<file path="src/logic/decodePkg.sv">
package decodePkg;

	localparam int XLen = 32;
	localparam int NumLanes = 3;                   // Decode lanes, 2 or more
	localparam int LaneIdxW = $clog2(NumLanes);
	localparam int RegIdxW = 5;

	// RV32I major opcodes handled by the lanes
	localparam logic [6:0] OpRType  = 7'b0110011;
	localparam logic [6:0] OpIAlu   = 7'b0010011;
	localparam logic [6:0] OpLoad   = 7'b0000011;
	localparam logic [6:0] OpStore  = 7'b0100011;
	localparam logic [6:0] OpBranch = 7'b1100011;
	localparam logic [6:0] OpLui    = 7'b0110111;
	localparam logic [6:0] OpJal    = 7'b1101111;

	typedef logic [3:0] aluCtrl_t;

	localparam aluCtrl_t AluAdd   = 4'd0;
	localparam aluCtrl_t AluSub   = 4'd1;
	localparam aluCtrl_t AluAnd   = 4'd2;
	localparam aluCtrl_t AluOr    = 4'd3;
	localparam aluCtrl_t AluXor   = 4'd4;
	localparam aluCtrl_t AluSlt   = 4'd5;
	localparam aluCtrl_t AluSltu  = 4'd6;
	localparam aluCtrl_t AluSll   = 4'd7;
	localparam aluCtrl_t AluSrl   = 4'd8;
	localparam aluCtrl_t AluSra   = 4'd9;
	localparam aluCtrl_t AluPassB = 4'd10;       // Immediate straight through, for lui

	// Operation class, lane to ALU decoder
	localparam logic [1:0] AluOpAdd    = 2'd0;
	localparam logic [1:0] AluOpBranch = 2'd1;
	localparam logic [1:0] AluOpFunct  = 2'd2;
	localparam logic [1:0] AluOpLui    = 2'd3;

	// One instruction word, six format views over the same bits
	typedef union packed {
		struct packed {
			logic [6:0]         funct7;
			logic [RegIdxW-1:0] rs2;
			logic [RegIdxW-1:0] rs1;
			logic [2:0]         funct3;
			logic [RegIdxW-1:0] rd;
			logic [6:0]         opcode;
		} rType;
		struct packed {
			logic [11:0]        imm11_0;
			logic [RegIdxW-1:0] rs1;
			logic [2:0]         funct3;
			logic [RegIdxW-1:0] rd;
			logic [6:0]         opcode;
		} iType;
		struct packed {
			logic [6:0]         imm11_5;
			logic [RegIdxW-1:0] rs2;
			logic [RegIdxW-1:0] rs1;
			logic [2:0]         funct3;
			logic [4:0]         imm4_0;
			logic [6:0]         opcode;
		} sType;
		struct packed {
			logic               imm12;
			logic [5:0]         imm10_5;
			logic [RegIdxW-1:0] rs2;
			logic [RegIdxW-1:0] rs1;
			logic [2:0]         funct3;
			logic [3:0]         imm4_1;
			logic               imm11;
			logic [6:0]         opcode;
		} bType;
		struct packed {
			logic [19:0]        imm31_12;
			logic [RegIdxW-1:0] rd;
			logic [6:0]         opcode;
		} uType;
		struct packed {
			logic               imm20;
			logic [9:0]         imm10_1;
			logic               imm11;
			logic [7:0]         imm19_12;
			logic [RegIdxW-1:0] rd;
			logic [6:0]         opcode;
		} jType;
	} instrWord_u;

endpackage

</file>
<file path="src/logic/aluDecoder.sv">
`timescale 1ns/100ps

module aluDecoder (
	input  logic [1:0] aluOp,
	input  logic [2:0] funct3,
	input  logic funct7b5,
	input  logic opIsRType,
	output decodePkg::aluCtrl_t aluControl
);
	import decodePkg::*;

	always_comb begin
		case (aluOp)
			AluOpAdd: aluControl = AluAdd;    // Loads, stores, jal
			AluOpBranch: begin
				case (funct3)
					3'b100, 3'b101: aluControl = AluSlt;    // blt, bge
					3'b110, 3'b111: aluControl = AluSltu;   // bltu, bgeu
					default:        aluControl = AluSub;    // beq, bne
				endcase
			end
			AluOpLui: aluControl = AluPassB;
			default: begin
				case (funct3)
					// Bit 30 of addi is immediate, so sub only for R-type
					3'b000:  aluControl = (opIsRType && funct7b5) ? AluSub : AluAdd;
					3'b001:  aluControl = AluSll;
					3'b010:  aluControl = AluSlt;
					3'b011:  aluControl = AluSltu;
					3'b100:  aluControl = AluXor;
					3'b101:  aluControl = funct7b5 ? AluSra : AluSrl;
					3'b110:  aluControl = AluOr;
					default: aluControl = AluAnd;
				endcase
			end
		endcase
	end

endmodule

</file>
<file path="src/logic/decodeCluster.sv">
`timescale 1ns/100ps

module decodeCluster (
	input  logic clk,
	input  logic reset,
	input  logic inReq,
	input  decodePkg::instrWord_u instr,
	input  logic outAck,
	input  logic regWrite,
	input  logic [decodePkg::RegIdxW-1:0] wbRd,
	input  logic [decodePkg::XLen-1:0] resultData,
	output logic inAck,
	output logic outReq,
	output logic [decodePkg::RegIdxW-1:0] outRd,
	output logic [decodePkg::XLen-1:0] outRs1Data,
	output logic [decodePkg::XLen-1:0] outRs2Data,
	output logic [decodePkg::XLen-1:0] outImm,
	output decodePkg::aluCtrl_t outAluControl,
	output logic outAluSrcImm,
	output logic outRegWrite,
	output logic outMemWrite,
	output logic outBranch,
	output logic outJump,
	output logic outIllegal
);
	import decodePkg::*;

	logic [NumLanes-1:0] laneReq;
	logic [NumLanes-1:0] laneAck;
	instrWord_u laneInstr;           // Shared by all lanes
	logic [NumLanes-1:0] doneReq;
	logic [NumLanes-1:0] doneAck;
	logic [RegIdxW-1:0] laneRd [NumLanes];
	logic [RegIdxW-1:0] laneRs1 [NumLanes];
	logic [RegIdxW-1:0] laneRs2 [NumLanes];
	logic [XLen-1:0] laneImm [NumLanes];
	aluCtrl_t laneAluControl [NumLanes];
	logic [NumLanes-1:0] laneAluSrcImm;
	logic [NumLanes-1:0] laneRegWrite;
	logic [NumLanes-1:0] laneMemWrite;
	logic [NumLanes-1:0] laneBranch;
	logic [NumLanes-1:0] laneJump;
	logic [NumLanes-1:0] laneIllegal;
	logic [RegIdxW-1:0] rdAddr1;
	logic [RegIdxW-1:0] rdAddr2;
	logic [XLen-1:0] rdData1;
	logic [XLen-1:0] rdData2;

	instrDispatch instrDispatch_i (
		.clk(clk),
		.reset(reset),
		.inReq(inReq),
		.instr(instr),
		.laneAck(laneAck),
		.inAck(inAck),
		.laneReq(laneReq),
		.laneInstr(laneInstr)
	);

	for (genvar i = 0; i < NumLanes; i++) begin : gLane
		instructionDecoder instructionDecoder_i (
			.clk(clk),
			.reset(reset),
			.laneReq(laneReq[i]),
			.laneInstr(laneInstr),
			.doneAck(doneAck[i]),
			.laneAck(laneAck[i]),
			.doneReq(doneReq[i]),
			.rd(laneRd[i]),
			.rs1(laneRs1[i]),
			.rs2(laneRs2[i]),
			.immExt(laneImm[i]),
			.aluControl(laneAluControl[i]),
			.aluSrcImm(laneAluSrcImm[i]),
			.regWrite(laneRegWrite[i]),
			.memWrite(laneMemWrite[i]),
			.branch(laneBranch[i]),
			.jump(laneJump[i]),
			.illegal(laneIllegal[i])
		);
	end

	decodeCollector decodeCollector_i (
		.clk(clk),
		.reset(reset),
		.doneReq(doneReq),
		.laneRd(laneRd),
		.laneRs1(laneRs1),
		.laneRs2(laneRs2),
		.laneImm(laneImm),
		.laneAluControl(laneAluControl),
		.laneAluSrcImm(laneAluSrcImm),
		.laneRegWrite(laneRegWrite),
		.laneMemWrite(laneMemWrite),
		.laneBranch(laneBranch),
		.laneJump(laneJump),
		.laneIllegal(laneIllegal),
		.rdData1(rdData1),
		.rdData2(rdData2),
		.outAck(outAck),
		.doneAck(doneAck),
		.rdAddr1(rdAddr1),
		.rdAddr2(rdAddr2),
		.outReq(outReq),
		.outRd(outRd),
		.outRs1Data(outRs1Data),
		.outRs2Data(outRs2Data),
		.outImm(outImm),
		.outAluControl(outAluControl),
		.outAluSrcImm(outAluSrcImm),
		.outRegWrite(outRegWrite),
		.outMemWrite(outMemWrite),
		.outBranch(outBranch),
		.outJump(outJump),
		.outIllegal(outIllegal)
	);

	// Write port is the outside writeback path
	registerFile registerFile_i (
		.clk(clk),
		.reset(reset),
		.rdAddr1(rdAddr1),
		.rdAddr2(rdAddr2),
		.wrAddr(wbRd),
		.wrEn(regWrite),
		.wrData(resultData),
		.rdData1(rdData1),
		.rdData2(rdData2)
	);

endmodule

</file>
<file path="src/logic/decodeCollector.sv">
`timescale 1ns/100ps

module decodeCollector (
	input  logic clk,
	input  logic reset,
	input  logic [decodePkg::NumLanes-1:0] doneReq,
	input  logic [decodePkg::RegIdxW-1:0] laneRd [decodePkg::NumLanes],
	input  logic [decodePkg::RegIdxW-1:0] laneRs1 [decodePkg::NumLanes],
	input  logic [decodePkg::RegIdxW-1:0] laneRs2 [decodePkg::NumLanes],
	input  logic [decodePkg::XLen-1:0] laneImm [decodePkg::NumLanes],
	input  decodePkg::aluCtrl_t laneAluControl [decodePkg::NumLanes],
	input  logic [decodePkg::NumLanes-1:0] laneAluSrcImm,
	input  logic [decodePkg::NumLanes-1:0] laneRegWrite,
	input  logic [decodePkg::NumLanes-1:0] laneMemWrite,
	input  logic [decodePkg::NumLanes-1:0] laneBranch,
	input  logic [decodePkg::NumLanes-1:0] laneJump,
	input  logic [decodePkg::NumLanes-1:0] laneIllegal,
	input  logic [decodePkg::XLen-1:0] rdData1,
	input  logic [decodePkg::XLen-1:0] rdData2,
	input  logic outAck,
	output logic [decodePkg::NumLanes-1:0] doneAck,
	output logic [decodePkg::RegIdxW-1:0] rdAddr1,
	output logic [decodePkg::RegIdxW-1:0] rdAddr2,
	output logic outReq,
	output logic [decodePkg::RegIdxW-1:0] outRd,
	output logic [decodePkg::XLen-1:0] outRs1Data,
	output logic [decodePkg::XLen-1:0] outRs2Data,
	output logic [decodePkg::XLen-1:0] outImm,
	output decodePkg::aluCtrl_t outAluControl,
	output logic outAluSrcImm,
	output logic outRegWrite,
	output logic outMemWrite,
	output logic outBranch,
	output logic outJump,
	output logic outIllegal
);
	import decodePkg::*;

	enum logic [1:0] {CollIdle, CollDeliver, CollRelease} state;

	logic [LaneIdxW-1:0] expectLane;   // Oldest lane in program order
	logic take;

	// Operands are read at collection, not at decode
	assign rdAddr1 = laneRs1[expectLane];
	assign rdAddr2 = laneRs2[expectLane];
	assign take = (state == CollIdle) && doneReq[expectLane];

	always_ff @(posedge clk) begin
		if (take) begin
			outRd <= laneRd[expectLane];
			outRs1Data <= rdData1;
			outRs2Data <= rdData2;
			outImm <= laneImm[expectLane];
			outAluControl <= laneAluControl[expectLane];
			outAluSrcImm <= laneAluSrcImm[expectLane];
			outRegWrite <= laneRegWrite[expectLane];
			outMemWrite <= laneMemWrite[expectLane];
			outBranch <= laneBranch[expectLane];
			outJump <= laneJump[expectLane];
			outIllegal <= laneIllegal[expectLane];
		end
	end

	always_ff @(posedge clk) begin
		if (reset) begin
			state <= CollIdle;
			doneAck <= '0;
			outReq <= 1'b0;
			expectLane <= '0;
		end else begin
			case (state)
				CollIdle: begin
					if (take) begin
						doneAck[expectLane] <= 1'b1;
						outReq <= 1'b1;
						state <= CollDeliver;
					end
				end
				CollDeliver: begin
					if (outAck) begin
						outReq <= 1'b0;
						state <= CollRelease;
					end
				end
				CollRelease: begin
					// Both handshakes must close before moving on
					if (!doneReq[expectLane] && !outAck) begin
						doneAck <= '0;
						expectLane <= (expectLane == LaneIdxW'(NumLanes - 1)) ? '0 : expectLane + 1'b1;
						state <= CollIdle;
					end
				end
				default: state <= CollIdle;
			endcase
		end
	end

	assert property (@(posedge clk) disable iff (reset)
		outReq && !outAck |=> outReq && $stable(outImm) && $stable(outRs1Data))
		else $error("Bundle dropped or changed before outAck");

endmodule

</file>
<file path="src/logic/instrDispatch.sv">
`timescale 1ns/100ps

module instrDispatch (
	input  logic clk,
	input  logic reset,
	input  logic inReq,
	input  decodePkg::instrWord_u instr,
	input  logic [decodePkg::NumLanes-1:0] laneAck,
	output logic inAck,
	output logic [decodePkg::NumLanes-1:0] laneReq,
	output decodePkg::instrWord_u laneInstr
);
	import decodePkg::*;

	enum logic [1:0] {DispIdle, DispLaneWait, DispRelease} state;

	logic [LaneIdxW-1:0] nextLane;   // Round-robin pointer
	logic load;

	// A lane still acking its last word is not free yet
	assign load = (state == DispIdle) && inReq && !laneAck[nextLane];

	always_ff @(posedge clk) begin
		if (load)
			laneInstr <= instr;
	end

	always_ff @(posedge clk) begin
		if (reset) begin
			state <= DispIdle;
			inAck <= 1'b0;
			laneReq <= '0;
			nextLane <= '0;
		end else begin
			case (state)
				DispIdle: begin
					if (load) begin
						laneReq[nextLane] <= 1'b1;
						state <= DispLaneWait;
					end
				end
				DispLaneWait: begin
					// Busy lane never acks, so this is where back-pressure stalls
					if (laneAck[nextLane]) begin
						laneReq <= '0;
						inAck <= 1'b1;
						state <= DispRelease;
					end
				end
				DispRelease: begin
					if (!inReq) begin
						inAck <= 1'b0;
						nextLane <= (nextLane == LaneIdxW'(NumLanes - 1)) ? '0 : nextLane + 1'b1;
						state <= DispIdle;
					end
				end
				default: state <= DispIdle;
			endcase
		end
	end

	for (genvar g = 0; g < NumLanes; g++) begin : gReqHold
		assert property (@(posedge clk) disable iff (reset)
			laneReq[g] && !laneAck[g] |=> laneReq[g])
			else $error("laneReq[%0d] dropped before its laneAck", g);
	end

endmodule

</file>
<file path="src/logic/instructionDecoder.sv">
`timescale 1ns/100ps

module instructionDecoder (
	input  logic clk,
	input  logic reset,
	input  logic laneReq,
	input  decodePkg::instrWord_u laneInstr,
	input  logic doneAck,
	output logic laneAck,
	output logic doneReq,
	output logic [decodePkg::RegIdxW-1:0] rd,
	output logic [decodePkg::RegIdxW-1:0] rs1,
	output logic [decodePkg::RegIdxW-1:0] rs2,
	output logic [decodePkg::XLen-1:0] immExt,
	output decodePkg::aluCtrl_t aluControl,
	output logic aluSrcImm,
	output logic regWrite,
	output logic memWrite,
	output logic branch,
	output logic jump,
	output logic illegal
);
	import decodePkg::*;

	enum logic [1:0] {LaneIdle, LaneDecode, LaneHold, LaneRelease} state;

	instrWord_u wordQ;                 // Word under decode
	logic accept;
	logic [RegIdxW-1:0] rdD;
	logic [RegIdxW-1:0] rs1D;
	logic [RegIdxW-1:0] rs2D;
	logic [XLen-1:0] immD;
	logic [1:0] aluOp;
	aluCtrl_t aluControlD;
	logic aluSrcImmD;
	logic regWriteD;
	logic memWriteD;
	logic branchD;
	logic jumpD;
	logic illegalD;

	assign accept = (state == LaneIdle) && laneReq && !laneAck;

	// Opcode picks the view; unused indices stay zero
	always_comb begin
		rdD = '0;
		rs1D = '0;
		rs2D = '0;
		immD = '0;
		aluOp = AluOpAdd;
		aluSrcImmD = 1'b0;
		regWriteD = 1'b0;
		memWriteD = 1'b0;
		branchD = 1'b0;
		jumpD = 1'b0;
		illegalD = 1'b0;
		case (wordQ.rType.opcode)
			OpRType: begin
				rdD = wordQ.rType.rd;
				rs1D = wordQ.rType.rs1;
				rs2D = wordQ.rType.rs2;
				aluOp = AluOpFunct;
				regWriteD = 1'b1;
			end
			OpIAlu, OpLoad: begin
				rdD = wordQ.iType.rd;
				rs1D = wordQ.iType.rs1;
				immD = {{(XLen-12){wordQ.iType.imm11_0[11]}}, wordQ.iType.imm11_0};
				aluOp = (wordQ.iType.opcode == OpIAlu) ? AluOpFunct : AluOpAdd;
				aluSrcImmD = 1'b1;
				regWriteD = 1'b1;
			end
			OpStore: begin
				rs1D = wordQ.sType.rs1;
				rs2D = wordQ.sType.rs2;
				immD = {{(XLen-12){wordQ.sType.imm11_5[6]}}, wordQ.sType.imm11_5, wordQ.sType.imm4_0};
				aluSrcImmD = 1'b1;          // Address is base plus offset
				memWriteD = 1'b1;
			end
			OpBranch: begin
				rs1D = wordQ.bType.rs1;
				rs2D = wordQ.bType.rs2;
				immD = {{(XLen-12){wordQ.bType.imm12}}, wordQ.bType.imm11, wordQ.bType.imm10_5,
					wordQ.bType.imm4_1, 1'b0};
				aluOp = AluOpBranch;
				branchD = 1'b1;
			end
			OpLui: begin
				rdD = wordQ.uType.rd;
				immD = {wordQ.uType.imm31_12, 12'b0};
				aluOp = AluOpLui;
				aluSrcImmD = 1'b1;
				regWriteD = 1'b1;
			end
			OpJal: begin
				rdD = wordQ.jType.rd;
				immD = {{(XLen-20){wordQ.jType.imm20}}, wordQ.jType.imm19_12, wordQ.jType.imm11,
					wordQ.jType.imm10_1, 1'b0};
				regWriteD = 1'b1;           // Link register
				jumpD = 1'b1;
			end
			default: illegalD = 1'b1;
		endcase
	end

	aluDecoder aluDecoder_i (
		.aluOp(aluOp),
		.funct3(wordQ.rType.funct3),
		.funct7b5(wordQ.rType.funct7[5]),
		.opIsRType(wordQ.rType.opcode == OpRType),
		.aluControl(aluControlD)
	);

	always_ff @(posedge clk) begin
		if (accept)
			wordQ <= laneInstr;
		if (state == LaneDecode) begin
			rd <= rdD;
			rs1 <= rs1D;
			rs2 <= rs2D;
			immExt <= immD;
			aluControl <= aluControlD;
			aluSrcImm <= aluSrcImmD;
			regWrite <= regWriteD;
			memWrite <= memWriteD;
			branch <= branchD;
			jump <= jumpD;
			illegal <= illegalD;
		end
	end

	always_ff @(posedge clk) begin
		if (reset) begin
			state <= LaneIdle;
			laneAck <= 1'b0;
			doneReq <= 1'b0;
		end else begin
			if (accept)
				laneAck <= 1'b1;
			else if (laneAck && !laneReq)
				laneAck <= 1'b0;            // Dispatcher has let go
			case (state)
				LaneIdle:    if (accept) state <= LaneDecode;
				LaneDecode: begin
					doneReq <= 1'b1;
					state <= LaneHold;
				end
				LaneHold: begin
					if (doneAck) begin
						doneReq <= 1'b0;
						state <= LaneRelease;
					end
				end
				LaneRelease: if (!doneAck) state <= LaneIdle;
				default:     state <= LaneIdle;
			endcase
		end
	end

	assert property (@(posedge clk) disable iff (reset) $rose(doneReq) |-> !doneAck)
		else $error("doneReq rose while the collector still held doneAck");

endmodule

</file>
<file path="src/logic/registerFile.sv">
`timescale 1ns/100ps

module registerFile (
	input  logic clk,
	input  logic reset,
	input  logic [decodePkg::RegIdxW-1:0] rdAddr1,
	input  logic [decodePkg::RegIdxW-1:0] rdAddr2,
	input  logic [decodePkg::RegIdxW-1:0] wrAddr,
	input  logic wrEn,
	input  logic [decodePkg::XLen-1:0] wrData,
	output logic [decodePkg::XLen-1:0] rdData1,
	output logic [decodePkg::XLen-1:0] rdData2
);
	import decodePkg::*;

	logic [XLen-1:0] regs [2**RegIdxW];

	// Writeback port; x0 is never written
	always_ff @(posedge clk) begin
		if (reset) begin
			for (int r = 0; r < 2**RegIdxW; r++)
				regs[r] <= '0;
		end else if (wrEn && wrAddr != '0) begin
			regs[wrAddr] <= wrData;
		end
	end

	assign rdData1 = regs[rdAddr1];
	assign rdData2 = regs[rdAddr2];

	assert property (@(posedge clk) disable iff (reset) rdAddr1 == '0 |-> rdData1 == '0)
		else $error("x0 read back nonzero");

endmodule

</file>
<file path="config.mk">
export PLATFORM = sky130hd
export DESIGN_NAME = decodeCluster
export DESIGN_NICKNAME = d
export VERILOG_FILES = /design/src/logic/decodePkg.sv /design/src/logic/aluDecoder.sv /design/src/logic/decodeCluster.sv /design/src/logic/decodeCollector.sv /design/src/logic/instrDispatch.sv /design/src/logic/instructionDecoder.sv /design/src/logic/registerFile.sv
export SDC_FILE = /design/constraint.sdc
export NUM_CORES = 2
export LEC_CHECK = 0
export ABC_AREA = 0
export BUFFER_PORTS_ARGS = -buffer_cell sky130_fd_sc_hd__buf_2
export CAP_MARGIN = 10
export CORE_ASPECT_RATIO = 1.25
export CORE_MARGIN = 10
export CORE_UTILIZATION = 40
export DETAILED_ROUTE_END_ITERATION = 10
export GPL_ROUTABILITY_DRIVEN = 0
export PLACE_DENSITY = 0.55
export REMOVE_ABC_BUFFERS = 1
export SLEW_MARGIN = 20
export SYNTH_ARGS = -nofsm -noshare
export SYNTH_HDL_FRONTEND = slang
export SYNTH_HIERARCHICAL = 1
export SYNTH_SLANG_ARGS = --single-unit
export TNS_END_PERCENT = 5
</file>
<file path="constraint.sdc">
create_clock -name clk -period 17.6 [get_ports clk]
set_input_delay 3.52 -clock clk [delete_from_list [all_inputs] [get_ports clk]]
set_output_delay 3.52 -clock clk [all_outputs]
set_load 0.02 [all_outputs]
</file>
Yosys cells after proc, flatten, opt, wreduce, memory -nomap -nowiden:

Memory sizes are Yosys's and may differ from the RTL's. A register that Yosys moved wholly into a read port is not among the register bits.
Cells that the tools add are included.

* add/subtract/negate cells: 2
* reduce and logical (&&, ||, !) cells: 89
* equality and inequality tests: 78
* muxes and demuxes: 131
* magnitude comparators: 5
* bitwise gates (word level): 4

Operator list (count)
* $pmux W32 S5: 3
* $mux W32: 3
* $pmux W4 S7: 3
* $bmux W32 S2: 1
* $eq A7 B6 Y1 const B: 9
* $mux W1: 53
* $pmux W2 S4: 6
* $eq A7 B7 Y1 const B: 6
* $mux W2: 20
* $eq A3 B3 Y1 const B: 12
* $pmux W4 S3: 3
* $mux W5: 7
* $reduce_or A32 Y1: 1
* $bmux W5 S2: 3
* $pmux W3 S2: 5
* $reduce_or A5 Y1: 6
* $reduce_and A3 Y1: 9
* $eq A2 B2 Y1 const B: 13
* $eq A7 B2 Y1 const B: 3
* $eq A7 B5 Y1 const B: 3
* $reduce_or A7 Y1: 3
* $ne A2 B1 Y1 const B: 10
* $reduce_bool A2 Y1: 10
* $logic_and A1 B1 Y1: 19
* other kinds (26): 98

* word-level logic and storage cells: 373
* memories: 1
* bits of input ports: 74
* register bits after elaboration: 374
* output and inout bits: 113
* memory bits (writable): 1024

Memory list
* registerFile_i.regs: words 32, width 32, read ports 2, clocked after Yosys merged registers in 2, wr ports 32, line registerFile.sv:16 `logic [XLen-1:0] regs [2**RegIdxW];`

Depth between registers and ports, before layout:

* depth in word-level cells: 7
* mapped depth: 13

Modules after synthesis:

Netlist, hierarchy kept.

By module, submodules not included
* registerFile: cells an instance 4605, area an instance 56211.4 sq um, times used 1
* instructionDecoder (gLane[1].instructionDecoder_i ...): cells an instance 211, area an instance 3658.5 sq um, times used 2
* decodeCollector: cells an instance 352, area an instance 4929.7 sq um, times used 1
* instructionDecoder (gLane[0].instructionDecoder_i): cells an instance 245, area an instance 3860.0 sq um, times used 1
* instrDispatch: cells an instance 72, area an instance 1351.3 sq um, times used 1
* aluDecoder: cells an instance 24, area an instance 147.6 sq um, times used 3

Least setup slack after synthesis:

No wires, ideal clock.

* path kind: reg-to-reg
* start point: reg decodeCollector_i.expectLane[0]
* end point: reg decodeCollector_i.outAluControl[0] (enable)
* stages on the path, launching flop included: 5
* arrival time: 8304 ps
* required time: 16883 ps
* slack: 8579 ps
* path buffers: 1
* setup time: 717 ps
* path through: dfxtp_1 > buf_2 > and3b_1 > a21oi_1 > nor3_1

* longest elaborated chain between the ends: 3

RTL lines
* start, declared: line decodeCollector.sv:41 `logic [LaneIdxW-1:0] expectLane;`
* start signal, assigned: line decodeCollector.sv:90 `expectLane <= (expectLane == LaneIdxW'(NumLanes - 1)) ? '0 : expectLane + 1'b1;`
* $bmux W1 S2: line decodeCollector.sv:47 `assign take = (state == CollIdle) && doneReq[expectLane];`
* $mux W1 (not written as such): line decodeCollector.sv:47
* $logic_and A1 B1 Y1: line decodeCollector.sv:47
* net decodeCollector_i.take: line decodeCollector.sv:42 `logic take;`
* end signal, assigned: line decodeCollector.sv:55 `outAluControl <= laneAluControl[expectLane];`
* end, declared: line decodeCollector.sv:29 `output decodePkg::aluCtrl_t outAluControl,`

The timed path passes the listed nets, and every way through them passes these cells. The select of a mux whose other input is x is not followed.
A chain may end at the register's enable or synchronous reset.

==> metrics.cfg <==
[routing]
topRoutingLayerUsed=met5
wl_met3_um=14100
routed_wl_um=235000
ant_nets=0
drtIter0Drc=3506
drc=0
num_vias=47400
routed-wl-met2_um=114000
drt-met1-wl_um=95800
via_per_inst=5.74
first_pass_iters=5
avgRoutedWirePerCell_um=28.4

[floorplan]
start_util=0.403
fp.dieW_um=405
core-area_um2=184000
core.rowCount=176
die-area_um2=203000
die_h_um=501
num_io_pins=187

[power_and_ir_drop]
power.leakage_nw=29.9
power.density_nw_per_um2=124
peakVddDrop_mv=0.0937
switchingPower_w=0.00329
p_clk_frac=0.317
p_seq_frac=0.431
p_int_w=0.00679
p_comb_frac=0.252
switching_share=0.326
total_power_w=0.0101

[yosys]
ys_seq_area_frac=0.589
synth-compound-area-share=0.0765
synth_flop_cell=edfxtp_1
synth_xor_xnor_area_share=0
synthSimpleGateAreaFrac=0.146
synth_fa_ha_area_frac=0.00253
synth_edf_count=1434
ys_ff_latch=1462
ys.warnings.count=6
syn_inst=5768
avgSynthCellArea_um2=12.8
netlist_area_um2=74100
synth.area.mux_share=0.148
synthArstFlopShare=0
synth_cell_types=93
synth_top_family_by_area=multiplexers

[timing]
finalMaxSlewViolations=0
max_freq_ghz=0.166
setup_viol=0
worst_clock_skew_ns=0.0323
post-route-period-util=0.343
min_period_ns=6.04
finalHoldViolCount=0
rsz0062_at_grt=no
relSlewSlack=0.0916
tightest_slew_ns=1.35

[critical_path]
crit_chain=buf_4 > nor2b_2 > nand3_4 > nor2_2 > buf_4 > or2_2
worstSetupStartpointType=input pin
end_kind=flop
arrival_ns=6.47
cpPeakStageDelay_ns=0.82
worst_path_most_repeated_cell=buf_4
crit_fanout=37
critPathKind=input pin to flop
cpMaxStageDelayCell=or2_2
reg2reg_depth=10
required_ns=18.03

[placed_design]
dp_hpwl_um=140000
postPlaceCellArea_um2=76200
portBuffers=186

[cts]
htreeDepth=4
cts_tree=built
cts_max_path_buffers=3
hold_buffers=0
cts.sinks=1462
clock_latency_ns=0.81
post_cts_resize_count=0
cts-root-buf=clkbuf_16
clk_pin_slew_worst_paths_ns=0.07
cts_buffers=158
postCtsSetupBuffers=0

[status]
status=completed

[global_route]
grt_max_degree=130
grt_pass1_vias=47700
grt_overflow=0
track_usage=0.224
antenna_found_initial=20
grt_pass1_wl_um=334000

[final_layout]
area.growth.synth_to_final_pct=9.56
drive_gt1_frac=0.109
final_area_um2=81200
final_util=0.441
nets=5805

[worst_hold_path]
worstHoldPathCells=0
min_path_type=flop to flop

[flow_run]
drv_cap=0

-- cells by family (layout without fill, tap and decap cells) --
group,Yosys count,count (layout)
mux,1094,1094
flops,1462,1462
fa+ha+maj,15,15
buf+inv,536,577
simple gates,1848,1848
compound gates,812,812
other cells,1,43
-- worst max-delay path, delay by kind of cell --
kind	cells	cell delay, ns
AND/OR/NAND/NOR	4	2.16
buffers and inverters	2	0.65
-- power groups by stage --
stage	registers, W	clock network, W	logic, W
after floorplan	0.00447	0	0.00489
after global placement	0.00440	0	0.00250
after detailed placement	0.00442	0	0.00251
after CTS	0.00435	0.00326	0.00252
after global routing	0.00438	0.00339	0.00266
final	0.00435	0.00320	0.00254
-- placed cells by master, fill, tap and decap left out, drive strengths merged, types with 5 or more instances in the layout --
cell type	count
a21boi	15
a21o	33
a21oi	210
a22o	161
a22oi	192
a31oi	77
and2	1046
and3	6
buf	261
bufinv	8
clkbuf	197
clkinv	67
clkinvlp	7
conb	32
dfxtp	28
diode	11
edfxtp	1434
ha	15
inv	37
mux2i	1090
nand2	282
nand2b	21
nand3	223
nand3b	7
nand4b	7
nor2	74
nor2b	20
nor3	76
nor3b	9
o211ai	11
o21ai	70
o31ai	5
o32ai	6
or2	36
or3b	5
-- registers in the layout (all words and copies together) (netlist names), 32 cells and up --
name	cells
decodeCollector_i/outImm	32
decodeCollector_i/outRs2Data	32
instrDispatch_i/laneInstr	32
decodeCollector_i/outRs1Data	32
gLane.instructionDecoder_i/wordQ	96
registerFile_i/regs	1024
gLane.instructionDecoder_i/immExt	96
-- path summary, 6_finish.rpt --
kind / startpoint / endpoint / slack [ns]
worst max-delay path: reset / registerFile_i/regs[23][18]$_SDFFCE_PN0P_ / 11.56
worst min-delay path: instrDispatch_i/laneInstr[20]$_DFFE_PP_ / gLane[1].instructionDecoder_i/wordQ[20]$_DFFE_PP_ / 0.49
worst max register to register: decodeCollector_i/expectLane[1]$_SDFFE_PP0P_ / decodeCollector_i/outRs2Data[4]$_DFFE_PP_ / 11.72
worst min register to register: instrDispatch_i/laneInstr[20]$_DFFE_PP_ / gLane[1].instructionDecoder_i/wordQ[20]$_DFFE_PP_ / 0.49
-- cell type report --
type | instances | area (um^2)
fillers | 16700 | 103000
flip-flops and latches | 1462 | 43600
multi-input cells | 3801 | 27900
clock buffers | 197 | 4140
well taps | 2403 | 3010
repair buffers | 261 | 1620
clock inverters | 87 | 723
inverters | 32 | 120
diodes | 11 | 27.5
-- metal layers --
layer,GRT usage,vias up
li1,-,21200
met1,0.280,24000
met5,0,-
met3,0.0397,486
met4,0.0982,10
met2,0.378,1669
-- synth_stat cells, types with 51 or more instances --
cell type,number,area [um^2]
and2_1,1045,6540
clkbuf_1,235,882
buf_4,84,631
a31oi_1,77,482
nand2_1,279,1050
a22oi_1,192,1440
mux2i_1,1090,10900
o21ai_0,70,350
a22o_1,161,1410
nor3_1,74,370
a21oi_1,208,1040
buf_6,51,574
buf_2,79,395
nand3_1,214,1070
nor2_1,51,191
edfxtp_1,1434,43100
-- metrics by stage --
step                hold WS [ns]  TNS (ns)  cells  setup slack (ns)
finish                     0.489         0   8254             11.56
global route               0.515         0   8244             11.46
CTS                        0.497         0   8241             11.55
detailed placement         0.481         0   7957             10.72
global placement           0.476         0   7956             10.83
floorplan                  0.440  -2535.66   5295            -39.62
Note: power is estimated with default switching activity, not from simulation.
